## config.mk

```make
export PLATFORM = sky130hd
export DESIGN_NAME = soc_bus
export DESIGN_NICKNAME = d
export VERILOG_FILES = /design/src/hw/soc_bus_pkg.sv /design/src/hw/soc_mmap_pkg.sv /design/src/hw/nmi_if.sv /design/src/hw/bus_arbiter.sv /design/src/hw/bus_decoder.sv /design/src/hw/nmi_regslice.sv /design/src/hw/soc_bus.sv
export SDC_FILE = /design/constraint.sdc
export NUM_CORES = 1
export LEC_CHECK = 0
export BUFFER_PORTS_ARGS = -buffer_cell sky130_fd_sc_hd__buf_4
export CAP_MARGIN = 20
export CORE_AREA = 2 2 192 194
export DETAILED_ROUTE_END_ITERATION = 8
export DIE_AREA = 0 0 194 196
export GPL_TIMING_DRIVEN = 0
export PLACE_DENSITY_LB_ADDON = 0.3
export SYNTH_ARGS = -nofsm -noshare
export SYNTH_HDL_FRONTEND = slang
export SYNTH_HIERARCHICAL = 1
export SYNTH_SLANG_ARGS = --single-unit
```

## constraint.sdc

```tcl
create_clock -name clk_i -period 2.9 [get_ports clk_i]
set_clock_uncertainty 0.05 [all_clocks]
set_input_delay 0.87 -clock clk_i [delete_from_list [all_inputs] [get_ports clk_i]]
set_output_delay 0.87 -clock clk_i [all_outputs]
set_load 0.005 [all_outputs]
```

## src/hw/soc_bus_pkg.sv

```systemverilog
/*
 * Common widths and types of the native memory bus.
 * Imported by the bus interface and every block that
 * stores or routes a request.
 */
`default_nettype none

package soc_bus_pkg;

  // byte address and data widths
  localparam int unsigned ADDR_W = 32;
  localparam int unsigned DATA_W = 32;

  // one write enable per data byte
  localparam int unsigned STRB_W = DATA_W / 8;

  // all zero marks a read
  typedef logic [STRB_W-1:0] strb_t;

endpackage

`default_nettype wire

```

## src/hw/soc_mmap_pkg.sv

```systemverilog
/*
 * System address map of the bus.
 * Regions are keyed on the top nibble or byte of the address.
 * addr_region() names the target that owns an address and is
 * shared by the decoder and the testbench.
 */
`default_nettype none

package soc_mmap_pkg;
  import soc_bus_pkg::*;

  // top nibble regions
  localparam logic [3:0] FLASH_START   = 4'h0;
  localparam logic [3:0] NATV_IP_START = 4'h1;
  localparam logic [3:0] APB_IP_START  = 4'h2;
  localparam logic [3:0] PSRAM_START   = 4'h8;
  localparam logic [3:0] SPISD_START0  = 4'h9;
  localparam logic [3:0] SPISD_START1  = 4'hA;
  localparam logic [3:0] SPISD_START2  = 4'hB;
  localparam logic [3:0] SPISD_START3  = 4'hC;

  // top byte regions, both bounds inclusive
  localparam logic [7:0] SRAM_START  = 8'h30;
  localparam logic [7:0] SRAM_END    = 8'h3F;
  localparam logic [7:0] SDRAM_START = 8'h40;
  localparam logic [7:0] SDRAM_END   = 8'h7F;

  typedef enum logic [1:0] {
    NATV = 2'd0,
    APB  = 2'd1,
    SRAM = 2'd2,
    NONE = 2'd3
  } region_e;

  function automatic region_e addr_region(input logic [ADDR_W-1:0] addr);
    logic [3:0] nib;
    logic [7:0] top;
    nib = addr[ADDR_W-1 -: 4];
    top = addr[ADDR_W-1 -: 8];
    if (top >= SRAM_START && top <= SRAM_END) begin
      return SRAM;
    end
    if (nib == APB_IP_START) begin
      return APB;
    end
    if (nib == FLASH_START || nib == NATV_IP_START || nib == PSRAM_START ||
        nib == SPISD_START0 || nib == SPISD_START1 || nib == SPISD_START2 ||
        nib == SPISD_START3 || (top >= SDRAM_START && top <= SDRAM_END)) begin
      return NATV;
    end
    return NONE;
  endfunction

endpackage

`default_nettype wire

```

## src/hw/nmi_if.sv

```systemverilog
/*
 * Native memory interface, a valid/ready request channel.
 * The master holds valid and the request fields until ready;
 * the slave answers with a one cycle ready and rdata for reads.
 */
`timescale 1ns/10ps
`default_nettype none

interface nmi_if
  import soc_bus_pkg::*;
();

  logic              valid;
  logic [ADDR_W-1:0] addr;
  logic [DATA_W-1:0] wdata;
  strb_t             wstrb;
  logic              ready;
  logic [DATA_W-1:0] rdata;

  modport master(output valid, addr, wdata, wstrb, input ready, rdata);

  modport slave(input valid, addr, wdata, wstrb, output ready, rdata);

endinterface

`default_nettype wire

```

## src/hw/bus_arbiter.sv

```systemverilog
/*
 * Two master arbiter for the native bus.
 * The first granted master keeps the bus until its transfer
 * completes; with both requesting while free, DMA wins.
 * Only the owner sees ready and read data.
 */
`timescale 1ns/10ps
`default_nettype none

module bus_arbiter (
  input  logic  clk_i,
  input  logic  rst_n_i,
  nmi_if.slave  core_nmi,
  nmi_if.slave  dma_nmi,
  nmi_if.master mstr_nmi
);

  logic s_lock_d;
  logic s_lock_q;
  logic s_owner_q;
  logic s_sel_dma;

  // free bus is granted in the same cycle, locked bus keeps its owner
  assign s_sel_dma = s_lock_q ? s_owner_q : dma_nmi.valid;

  always_comb begin
    s_lock_d = s_lock_q;
    if (!s_lock_q) begin
      s_lock_d = core_nmi.valid || dma_nmi.valid;
    end else if (mstr_nmi.ready) begin
      // owner transfer done, release on this edge
      s_lock_d = 1'b0;
    end
  end

  // owner follows the grant, which holds while locked
  always_ff @(posedge clk_i or negedge rst_n_i) begin
    if (!rst_n_i) begin
      s_lock_q  <= 1'b0;
      s_owner_q <= 1'b0;
    end else begin
      s_lock_q  <= s_lock_d;
      s_owner_q <= s_sel_dma;
    end
  end

  // request mux toward the slice
  assign mstr_nmi.valid = s_sel_dma ? dma_nmi.valid : core_nmi.valid;
  assign mstr_nmi.addr  = s_sel_dma ? dma_nmi.addr  : core_nmi.addr;
  assign mstr_nmi.wdata = s_sel_dma ? dma_nmi.wdata : core_nmi.wdata;
  assign mstr_nmi.wstrb = s_sel_dma ? dma_nmi.wstrb : core_nmi.wstrb;

  // the losing master gets zero
  assign dma_nmi.ready  = s_sel_dma ? mstr_nmi.ready : 1'b0;
  assign dma_nmi.rdata  = s_sel_dma ? mstr_nmi.rdata : '0;
  assign core_nmi.ready = s_sel_dma ? 1'b0 : mstr_nmi.ready;
  assign core_nmi.rdata = s_sel_dma ? '0 : mstr_nmi.rdata;

endmodule

`default_nettype wire

```

## src/hw/bus_decoder.sv

```systemverilog
/*
 * Address decoder on the output side of the bus.
 * Routes the sliced request to the native or APB target, or
 * drives the synchronous SRAM macro, and muxes the response
 * of whichever target completed back to the request side.
 */
`timescale 1ns/10ps
`default_nettype none

module bus_decoder
  import soc_bus_pkg::*;
  import soc_mmap_pkg::*;
#(
  parameter int unsigned RAM_AW = 15
) (
  input  logic              clk_i,
  input  logic              rst_n_i,
  nmi_if.slave              req_nmi,
  nmi_if.master             natv_nmi,
  nmi_if.master             apb_nmi,
  output logic [RAM_AW-1:0] ram_addr_o,
  output logic [DATA_W-1:0] ram_wdata_o,
  output strb_t             ram_wstrb_o,
  input  logic [DATA_W-1:0] ram_rdata_i
);

  region_e s_region;
  logic    s_ram_valid;
  logic    s_ram_ready_q;
  logic    s_ram_done;
  logic    s_natv_done;
  logic    s_apb_done;

  assign s_region = addr_region(req_nmi.addr);

  // native target
  assign natv_nmi.valid = req_nmi.valid && (s_region == NATV);
  assign natv_nmi.addr  = req_nmi.addr;
  assign natv_nmi.wdata = req_nmi.wdata;
  assign natv_nmi.wstrb = req_nmi.wstrb;

  // APB target
  assign apb_nmi.valid  = req_nmi.valid && (s_region == APB);
  assign apb_nmi.addr   = req_nmi.addr;
  assign apb_nmi.wdata  = req_nmi.wdata;
  assign apb_nmi.wstrb  = req_nmi.wstrb;

  // SRAM macro, word addressed
  assign s_ram_valid = req_nmi.valid && (s_region == SRAM);
  assign ram_addr_o  = req_nmi.addr[RAM_AW+1:2];
  assign ram_wdata_o = req_nmi.wdata;
  assign ram_wstrb_o = s_ram_valid ? req_nmi.wstrb : '0;

  // SRAM answers one cycle after select, then drops for the next request
  always_ff @(posedge clk_i or negedge rst_n_i) begin
    if (!rst_n_i) begin
      s_ram_ready_q <= 1'b0;
    end else begin
      s_ram_ready_q <= s_ram_valid && !s_ram_ready_q;
    end
  end

  assign s_ram_done  = s_ram_valid && s_ram_ready_q;
  assign s_natv_done = natv_nmi.valid && natv_nmi.ready;
  assign s_apb_done  = apb_nmi.valid && apb_nmi.ready;

  // response mux
  assign req_nmi.ready = s_natv_done || s_apb_done || s_ram_done;

  always_comb begin
    req_nmi.rdata = '0;
    if (s_natv_done) begin
      req_nmi.rdata = natv_nmi.rdata;
    end else if (s_apb_done) begin
      req_nmi.rdata = apb_nmi.rdata;
    end else if (s_ram_done) begin
      req_nmi.rdata = ram_rdata_i;
    end
  end

endmodule

`default_nettype wire

```

## src/hw/nmi_regslice.sv

```systemverilog
/*
 * Single entry register slice on the request path.
 * Breaks the path from arbitration to address decode; the
 * response goes back upstream without a register.
 */
`timescale 1ns/10ps
`default_nettype none

module nmi_regslice
  import soc_bus_pkg::*;
(
  input  logic  clk_i,
  input  logic  rst_n_i,
  nmi_if.slave  slv_nmi,
  nmi_if.master mst_nmi
);

  logic              s_full_q;
  logic              s_load;
  logic [ADDR_W-1:0] s_addr_q;
  logic [DATA_W-1:0] s_wdata_q;
  strb_t             s_wstrb_q;

  // only an empty entry takes a request, so the held one is never taken twice
  assign s_load = !s_full_q && slv_nmi.valid;

  always_ff @(posedge clk_i or negedge rst_n_i) begin
    if (!rst_n_i) begin
      s_full_q <= 1'b0;
    end else if (s_load) begin
      s_full_q <= 1'b1;
    end else if (s_full_q && mst_nmi.ready) begin
      s_full_q <= 1'b0;
    end
  end

  always_ff @(posedge clk_i) begin
    if (s_load) begin
      s_addr_q  <= slv_nmi.addr;
      s_wdata_q <= slv_nmi.wdata;
      s_wstrb_q <= slv_nmi.wstrb;
    end
  end

  assign mst_nmi.valid = s_full_q;
  assign mst_nmi.addr  = s_addr_q;
  assign mst_nmi.wdata = s_wdata_q;
  assign mst_nmi.wstrb = s_wstrb_q;

  // response straight through
  assign slv_nmi.ready = s_full_q && mst_nmi.ready;
  assign slv_nmi.rdata = mst_nmi.rdata;

endmodule

`default_nettype wire

```

## src/hw/soc_bus.sv

```systemverilog
/*
 * Top level of the bus interconnect.
 * CPU and DMA masters enter through the arbiter, pass the
 * register slice and leave through the address decoder to
 * the native, APB and SRAM targets.
 */
`timescale 1ns/10ps
`default_nettype none

module soc_bus
  import soc_bus_pkg::*;
#(
  parameter int unsigned RAM_AW = 15
) (
  input  logic              clk_i,
  input  logic              rst_n_i,
  // CPU core master
  input  logic              core_valid_i,
  input  logic [ADDR_W-1:0] core_addr_i,
  input  logic [DATA_W-1:0] core_wdata_i,
  input  strb_t             core_wstrb_i,
  output logic              core_ready_o,
  output logic [DATA_W-1:0] core_rdata_o,
  // DMA master
  input  logic              dma_valid_i,
  input  logic [ADDR_W-1:0] dma_addr_i,
  input  logic [DATA_W-1:0] dma_wdata_i,
  input  strb_t             dma_wstrb_i,
  output logic              dma_ready_o,
  output logic [DATA_W-1:0] dma_rdata_o,
  // native target
  output logic              natv_valid_o,
  output logic [ADDR_W-1:0] natv_addr_o,
  output logic [DATA_W-1:0] natv_wdata_o,
  output strb_t             natv_wstrb_o,
  input  logic              natv_ready_i,
  input  logic [DATA_W-1:0] natv_rdata_i,
  // APB target
  output logic              apb_valid_o,
  output logic [ADDR_W-1:0] apb_addr_o,
  output logic [DATA_W-1:0] apb_wdata_o,
  output strb_t             apb_wstrb_o,
  input  logic              apb_ready_i,
  input  logic [DATA_W-1:0] apb_rdata_i,
  // SRAM macro
  output logic [RAM_AW-1:0] ram_addr_o,
  output logic [DATA_W-1:0] ram_wdata_o,
  output strb_t             ram_wstrb_o,
  input  logic [DATA_W-1:0] ram_rdata_i
);

  nmi_if core_nmi ();
  nmi_if dma_nmi ();
  nmi_if arb_nmi ();
  nmi_if rgsl_nmi ();
  nmi_if natv_nmi ();
  nmi_if apb_nmi ();

  assign core_nmi.valid = core_valid_i;
  assign core_nmi.addr  = core_addr_i;
  assign core_nmi.wdata = core_wdata_i;
  assign core_nmi.wstrb = core_wstrb_i;
  assign core_ready_o   = core_nmi.ready;
  assign core_rdata_o   = core_nmi.rdata;

  assign dma_nmi.valid  = dma_valid_i;
  assign dma_nmi.addr   = dma_addr_i;
  assign dma_nmi.wdata  = dma_wdata_i;
  assign dma_nmi.wstrb  = dma_wstrb_i;
  assign dma_ready_o    = dma_nmi.ready;
  assign dma_rdata_o    = dma_nmi.rdata;

  assign natv_valid_o   = natv_nmi.valid;
  assign natv_addr_o    = natv_nmi.addr;
  assign natv_wdata_o   = natv_nmi.wdata;
  assign natv_wstrb_o   = natv_nmi.wstrb;
  assign natv_nmi.ready = natv_ready_i;
  assign natv_nmi.rdata = natv_rdata_i;

  assign apb_valid_o    = apb_nmi.valid;
  assign apb_addr_o     = apb_nmi.addr;
  assign apb_wdata_o    = apb_nmi.wdata;
  assign apb_wstrb_o    = apb_nmi.wstrb;
  assign apb_nmi.ready  = apb_ready_i;
  assign apb_nmi.rdata  = apb_rdata_i;

  bus_arbiter u_bus_arbiter (
    .clk_i    (clk_i),
    .rst_n_i  (rst_n_i),
    .core_nmi (core_nmi),
    .dma_nmi  (dma_nmi),
    .mstr_nmi (arb_nmi)
  );

  nmi_regslice u_nmi_regslice (
    .clk_i   (clk_i),
    .rst_n_i (rst_n_i),
    .slv_nmi (arb_nmi),
    .mst_nmi (rgsl_nmi)
  );

  bus_decoder #(
    .RAM_AW (RAM_AW)
  ) u_bus_decoder (
    .clk_i       (clk_i),
    .rst_n_i     (rst_n_i),
    .req_nmi     (rgsl_nmi),
    .natv_nmi    (natv_nmi),
    .apb_nmi     (apb_nmi),
    .ram_addr_o  (ram_addr_o),
    .ram_wdata_o (ram_wdata_o),
    .ram_wstrb_o (ram_wstrb_o),
    .ram_rdata_i (ram_rdata_i)
  );

endmodule

`default_nettype wire

```

==> run_summary.xml <==
<?xml version="1.0" encoding="UTF-8"?>
<metrics>
  <group name="setup_path">
    <metric name="timing.critical_path.fanout_max" unit="">10</metric>
    <metric name="rr_worst_depth" unit="">5</metric>
    <metric name="crit_slowest_cell" unit="">a22oi_1</metric>
    <metric name="critical-path-top-delay-family" unit="">buffers and inverters</metric>
    <metric name="crit_path_start_kind" unit="">input pin</metric>
    <metric name="rr_startpoint" unit="">u_bus_arbiter/s_lock_q$_DFF_PN0_</metric>
    <metric name="worst-setup-path-type" unit="">input pin to output port</metric>
    <metric name="arrival_worst_endpoint" unit="ns">2.23</metric>
    <metric name="capture_instance_of_the_worst_register_to_register_path" unit="">u_nmi_regslice/mst_nmi.addr[29]$_DFFE_PP_</metric>
    <metric name="crit_path_max_incr_delay" unit="ns">0.36</metric>
    <metric name="reg2reg_slack" unit="ns">0.67</metric>
    <metric name="critical_path_buf_inv_count" unit="">4</metric>
    <metric name="worst_setup_end_kind" unit="">output port</metric>
    <metric name="crit_chain" unit="">buf_4 -&gt; nor2b_1 -&gt; buf_2 -&gt; clkbuf_4 -&gt; a22oi_1 -&gt; o2bb2ai_4 -&gt; nor2b_1 -&gt; buf_4</metric>
    <metric name="critical_path_required" unit="ns">1.98</metric>
  </group>
  <group name="timing">
    <metric name="drv_slew" unit="">0</metric>
    <metric name="post-route-min-period" unit="ns">3.15</metric>
    <metric name="fmax" unit="MHz">318</metric>
    <metric name="setup_violations" unit="">67</metric>
    <metric name="final.setup.worst_slack" unit="ns">-0.249</metric>
    <metric name="maxSlewHeadroom" unit="%">62.2</metric>
    <metric name="finalCritPeriodShare" unit="%">109</metric>
    <metric name="unrepaired_setup_endpoints_after_global_routing" unit="">yes</metric>
    <metric name="timing.final.hold_violations" unit="">0</metric>
    <metric name="worst_pin_slew" unit="ns">0.567</metric>
  </group>
  <group name="clocking">
    <metric name="root_buffer" unit="">clkbuf_16</metric>
    <metric name="cts_hold_buffers" unit="">0</metric>
    <metric name="worst_setup_hold_path_clk_slew" unit="ns">0.06</metric>
    <metric name="numClockSinks" unit="">72</metric>
    <metric name="clock_tree_from_tritoncts" unit="">yes</metric>
    <metric name="clockBufferDepth" unit="">2</metric>
    <metric name="worstSkewPairLatency" unit="ns">0.34</metric>
    <metric name="cts_inserted_buffers" unit="">9</metric>
    <metric name="cts_htree_levels" unit="">3</metric>
  </group>
  <group name="logic_synthesis">
    <metric name="post_synth.cell_area_avg" unit="um^2">10.8</metric>
    <metric name="post_synth_num_cell_types" unit="">32</metric>
    <metric name="synthCells" unit="">545</metric>
    <metric name="combinational_family_with_the_most_area_after_synthesis" unit="">buffers and inverters</metric>
    <metric name="synth.mux.area_fraction" unit="%">13.4</metric>
    <metric name="synth_simple_gate_area_share" unit="%">9.24</metric>
    <metric name="yosys_synthesis_warning_count" unit="">6</metric>
    <metric name="yosys_register_bits" unit="">72</metric>
    <metric name="post_synth_instance_area" unit="um^2">5870</metric>
    <metric name="synth_area_leader_cell" unit="">edfxtp_1</metric>
    <metric name="yosysTopAreaCellShare" unit="%">34.8</metric>
    <metric name="synth-adder-area-share" unit="%">0</metric>
    <metric name="synth_top_cells_by_area" unit="">edfxtp_1, buf_4, mux2_2</metric>
    <metric name="sequential_element_share_of_the_synthesized_area" unit="%">36.5</metric>
    <metric name="synth-compound-area-share" unit="%">9.56</metric>
    <metric name="synthesized_area_fraction_occupied_by_xor_and_xnor_cells" unit="%">0.149</metric>
    <metric name="synthesis.nets" unit="">783</metric>
  </group>
  <group name="layout">
    <metric name="antenna-diode-count" unit="">0</metric>
    <metric name="layout.filler_cells" unit="">3749</metric>
    <metric name="final_design_area_no_fill" unit="um^2">11400</metric>
    <metric name="syn_to_final_growth" unit="%">93.9</metric>
    <metric name="finalNetCount" unit="">1283</metric>
    <metric name="ratio_of_cells_with_drive_above_1_in_the_final_layout" unit="%">86.1</metric>
  </group>
  <group name="global_routing">
    <metric name="grt-ovfl-total" unit="">0</metric>
    <metric name="grt_first_pass_wirelength" unit="um">36500</metric>
    <metric name="grt_max_degree" unit="">40</metric>
    <metric name="first_global_vias" unit="">5865</metric>
    <metric name="global_route.peak_usage_layer" unit="">met2</metric>
    <metric name="grt_antenna_before_repair" unit="">1</metric>
    <metric name="grt_use_total" unit="%">12.9</metric>
    <metric name="grt_util_met2" unit="%">25.0</metric>
    <metric name="global_route.usage.met3" unit="%">3.64</metric>
    <metric name="use_met1" unit="%">12.8</metric>
  </group>
  <group name="routing">
    <metric name="drtIter0Drc" unit="">90</metric>
    <metric name="dr_total_vias" unit="">5581</metric>
    <metric name="wirelength" unit="um">25800</metric>
    <metric name="dr.pass1.iters" unit="">4</metric>
    <metric name="drcViolationCount" unit="">0</metric>
    <metric name="vias_per_cell" unit="">3.68</metric>
    <metric name="post_drt_antenna_nets" unit="">0</metric>
    <metric name="route.detailed.wl_per_inst" unit="um">17.0</metric>
  </group>
  <group name="floorplanning">
    <metric name="die_width" unit="um">194</metric>
    <metric name="height_of_the_die" unit="um">196</metric>
    <metric name="core_region_area" unit="um^2">36100</metric>
    <metric name="die-area" unit="um^2">38000</metric>
    <metric name="ios" unit="">493</metric>
    <metric name="placement_rows" unit="">70</metric>
    <metric name="floorplan.initialDensity" unit="%">16.3</metric>
  </group>
  <group name="power">
    <metric name="power.density_cell_area" unit="nW/um^2">703</metric>
    <metric name="max-vdd-ir-drop" unit="uV">286</metric>
    <metric name="leakage" unit="nW">5.27</metric>
    <metric name="overall_power_after_layout" unit="mW">8.01</metric>
  </group>
  <group name="placed_design">
    <metric name="detailedPlacementHpwl" unit="um">20500</metric>
    <metric name="post_detailed_placement_cell_area" unit="um^2">10200</metric>
    <metric name="port_buffers" unit="">492</metric>
    <metric name="gp_routability_congestion" unit="">0.857</metric>
  </group>
  <group name="min_path">
    <metric name="hold_path.class" unit="">input pin to asynchronous set/reset pin</metric>
  </group>
  <group name="flow_run">
    <metric name="max-cap-violations" unit="">0</metric>
  </group>
  <group name="status">
    <metric name="outcome" unit="">finished with violations</metric>
    <metric name="violated_checks" unit="">negative setup slack</metric>
  </group>
</metrics>
## timing repair
item,4_1_cts,5_1_grt
setup endpoints to repair,68,67
gates resized for setup,109,72
pin swaps,5,7
setup buffers,22,1
cloned,3,2
## how the worst max path moves through the flow
stage,startpoint,endpoint,slack (ns),cells past startpoint
2_1_floorplan,apb_ready_i,dma_rdata_o[0],0.06,7
6_report,apb_ready_i,dma_rdata_o[16],-0.25,8
3_5_place_dp,apb_ready_i,dma_rdata_o[4],-0.78,9
3_3_place_gp,apb_ready_i,dma_rdata_o[4],-0.77,9
4_1_cts,u_nmi_regslice/mst_nmi.addr[31]$_DFFE_PP_,dma_rdata_o[18],-0.28,9
5_1_grt,u_nmi_regslice/mst_nmi.addr[31]$_DFFE_PP_,dma_rdata_o[10],-0.34,9
## flip-flops by register name, summed over array words and instances, names as in the netlist
signal,flops
u_nmi_regslice/mst_nmi.addr,32
u_nmi_regslice/mst_nmi.wdata,32
u_nmi_regslice/mst_nmi.wstrb,4
u_bus_arbiter/s_lock_q,1
u_bus_arbiter/s_owner_q,1
u_bus_decoder/s_ram_ready_q,1
u_nmi_regslice/mst_nmi.valid,1
## cells in the final DEF, fill, tap and decap left out, drive strengths merged, types with 4 or more instances in the layout
cell type,synthesis,routed
buf,239,729
mux2,68,68
edfxtp,68,68
and2,35,35
a22oi,32,32
o2bb2ai,32,32
nor2b,32,32
clkbuf,5,14
and3,5,5
dfrtp,4,4
nor2,4,4
## final cells by class
class | count | area, um^2 | area share [%]
repair buffers | 519 | 4130 | 36.2
multi-input cells | 226 | 2610 | 22.9
well taps | 468 | 586 | 5.14
flip-flops and latches | 72 | 2140 | 18.8
inverters | 3 | 11.3 | 0.0989
clock inverters | 4 | 22.5 | 0.198
plain buffers | 214 | 1660 | 14.6
clock buffers | 11 | 233 | 2.04
## layer usage
layer,part of all wire [%],vias to the layer above
met1,35,2547
met4,3.1,2
met2,54,317
met5,0.039,-
met3,7.6,35
li1,-,2680
## cells by family (layout without fill, tap and decap cells)
kind of cell	count (synthesis)	in the layout
xor+xnor	1	1
simple gates	86	86
mux	69	69
compound gates	70	70
flops	72	72
buf+inv	247	751
## synthesized netlist by cell type
library cell / count
buf_4: 217
edfxtp_1: 68
mux2_2: 68
and2_1: 34
a22oi_1: 32
nor2b_1: 32
o2bb2ai_1: 32
buf_2: 11
buf_6: 10
and3_1: 5
clkbuf_1: 5
dfrtp_1: 4
inv_1: 3
nor2_1: 3
a21oi_1: 2
and2b_1: 2
nand2_1: 2
a211oi_1: 1
a211oi_2: 1
a31oi_1: 1
and2_4: 1
and2b_2: 1
and4bb_2: 1
buf_1: 1
mux2i_4: 1
nand2b_1: 1
nor2_2: 1
nor3_1: 1
o21ai_0: 1
or2b_1: 1
or4b_1: 1
xnor2_1: 1
## metrics by stage
stage | TNS, ns | std cells | util, % | worst slack, ns | hold slack [ns]
4_1_cts | -14.48 | 1523 | 30.8 | -0.279 | 0.236
3_5_place_dp | -32.49 | 1506 | 28.2 | -0.780 | 0.355
5_1_grt | -18.09 | 1517 | 31.6 | -0.338 | 0.237
3_3_place_gp | -54.25 | 1505 | 28.1 | -0.771 | 0.365
6_report | -10.23 | 1517 | 31.6 | -0.249 | 0.264
2_1_floorplan | 0 | 545 | - | 0.0568 | 0.343
## power by group
group / total, mW / switching [mW] / internal (mW)
Combinational: 5.18 / 2.06 / 3.12
Clock: 1.02 / 0.449 / 0.571
Sequential: 1.81 / 0.231 / 1.58
## worst register-to-register path, stage by stage, from the launching register on
cell	delay (ns)
dfrtp_1	0.46
mux2i_4	0.32
buf_4	0.31
buf_4	0.22
buf_6	0.21
mux2_2	0.39
Note: power is estimated with default switching activity, not from simulation.
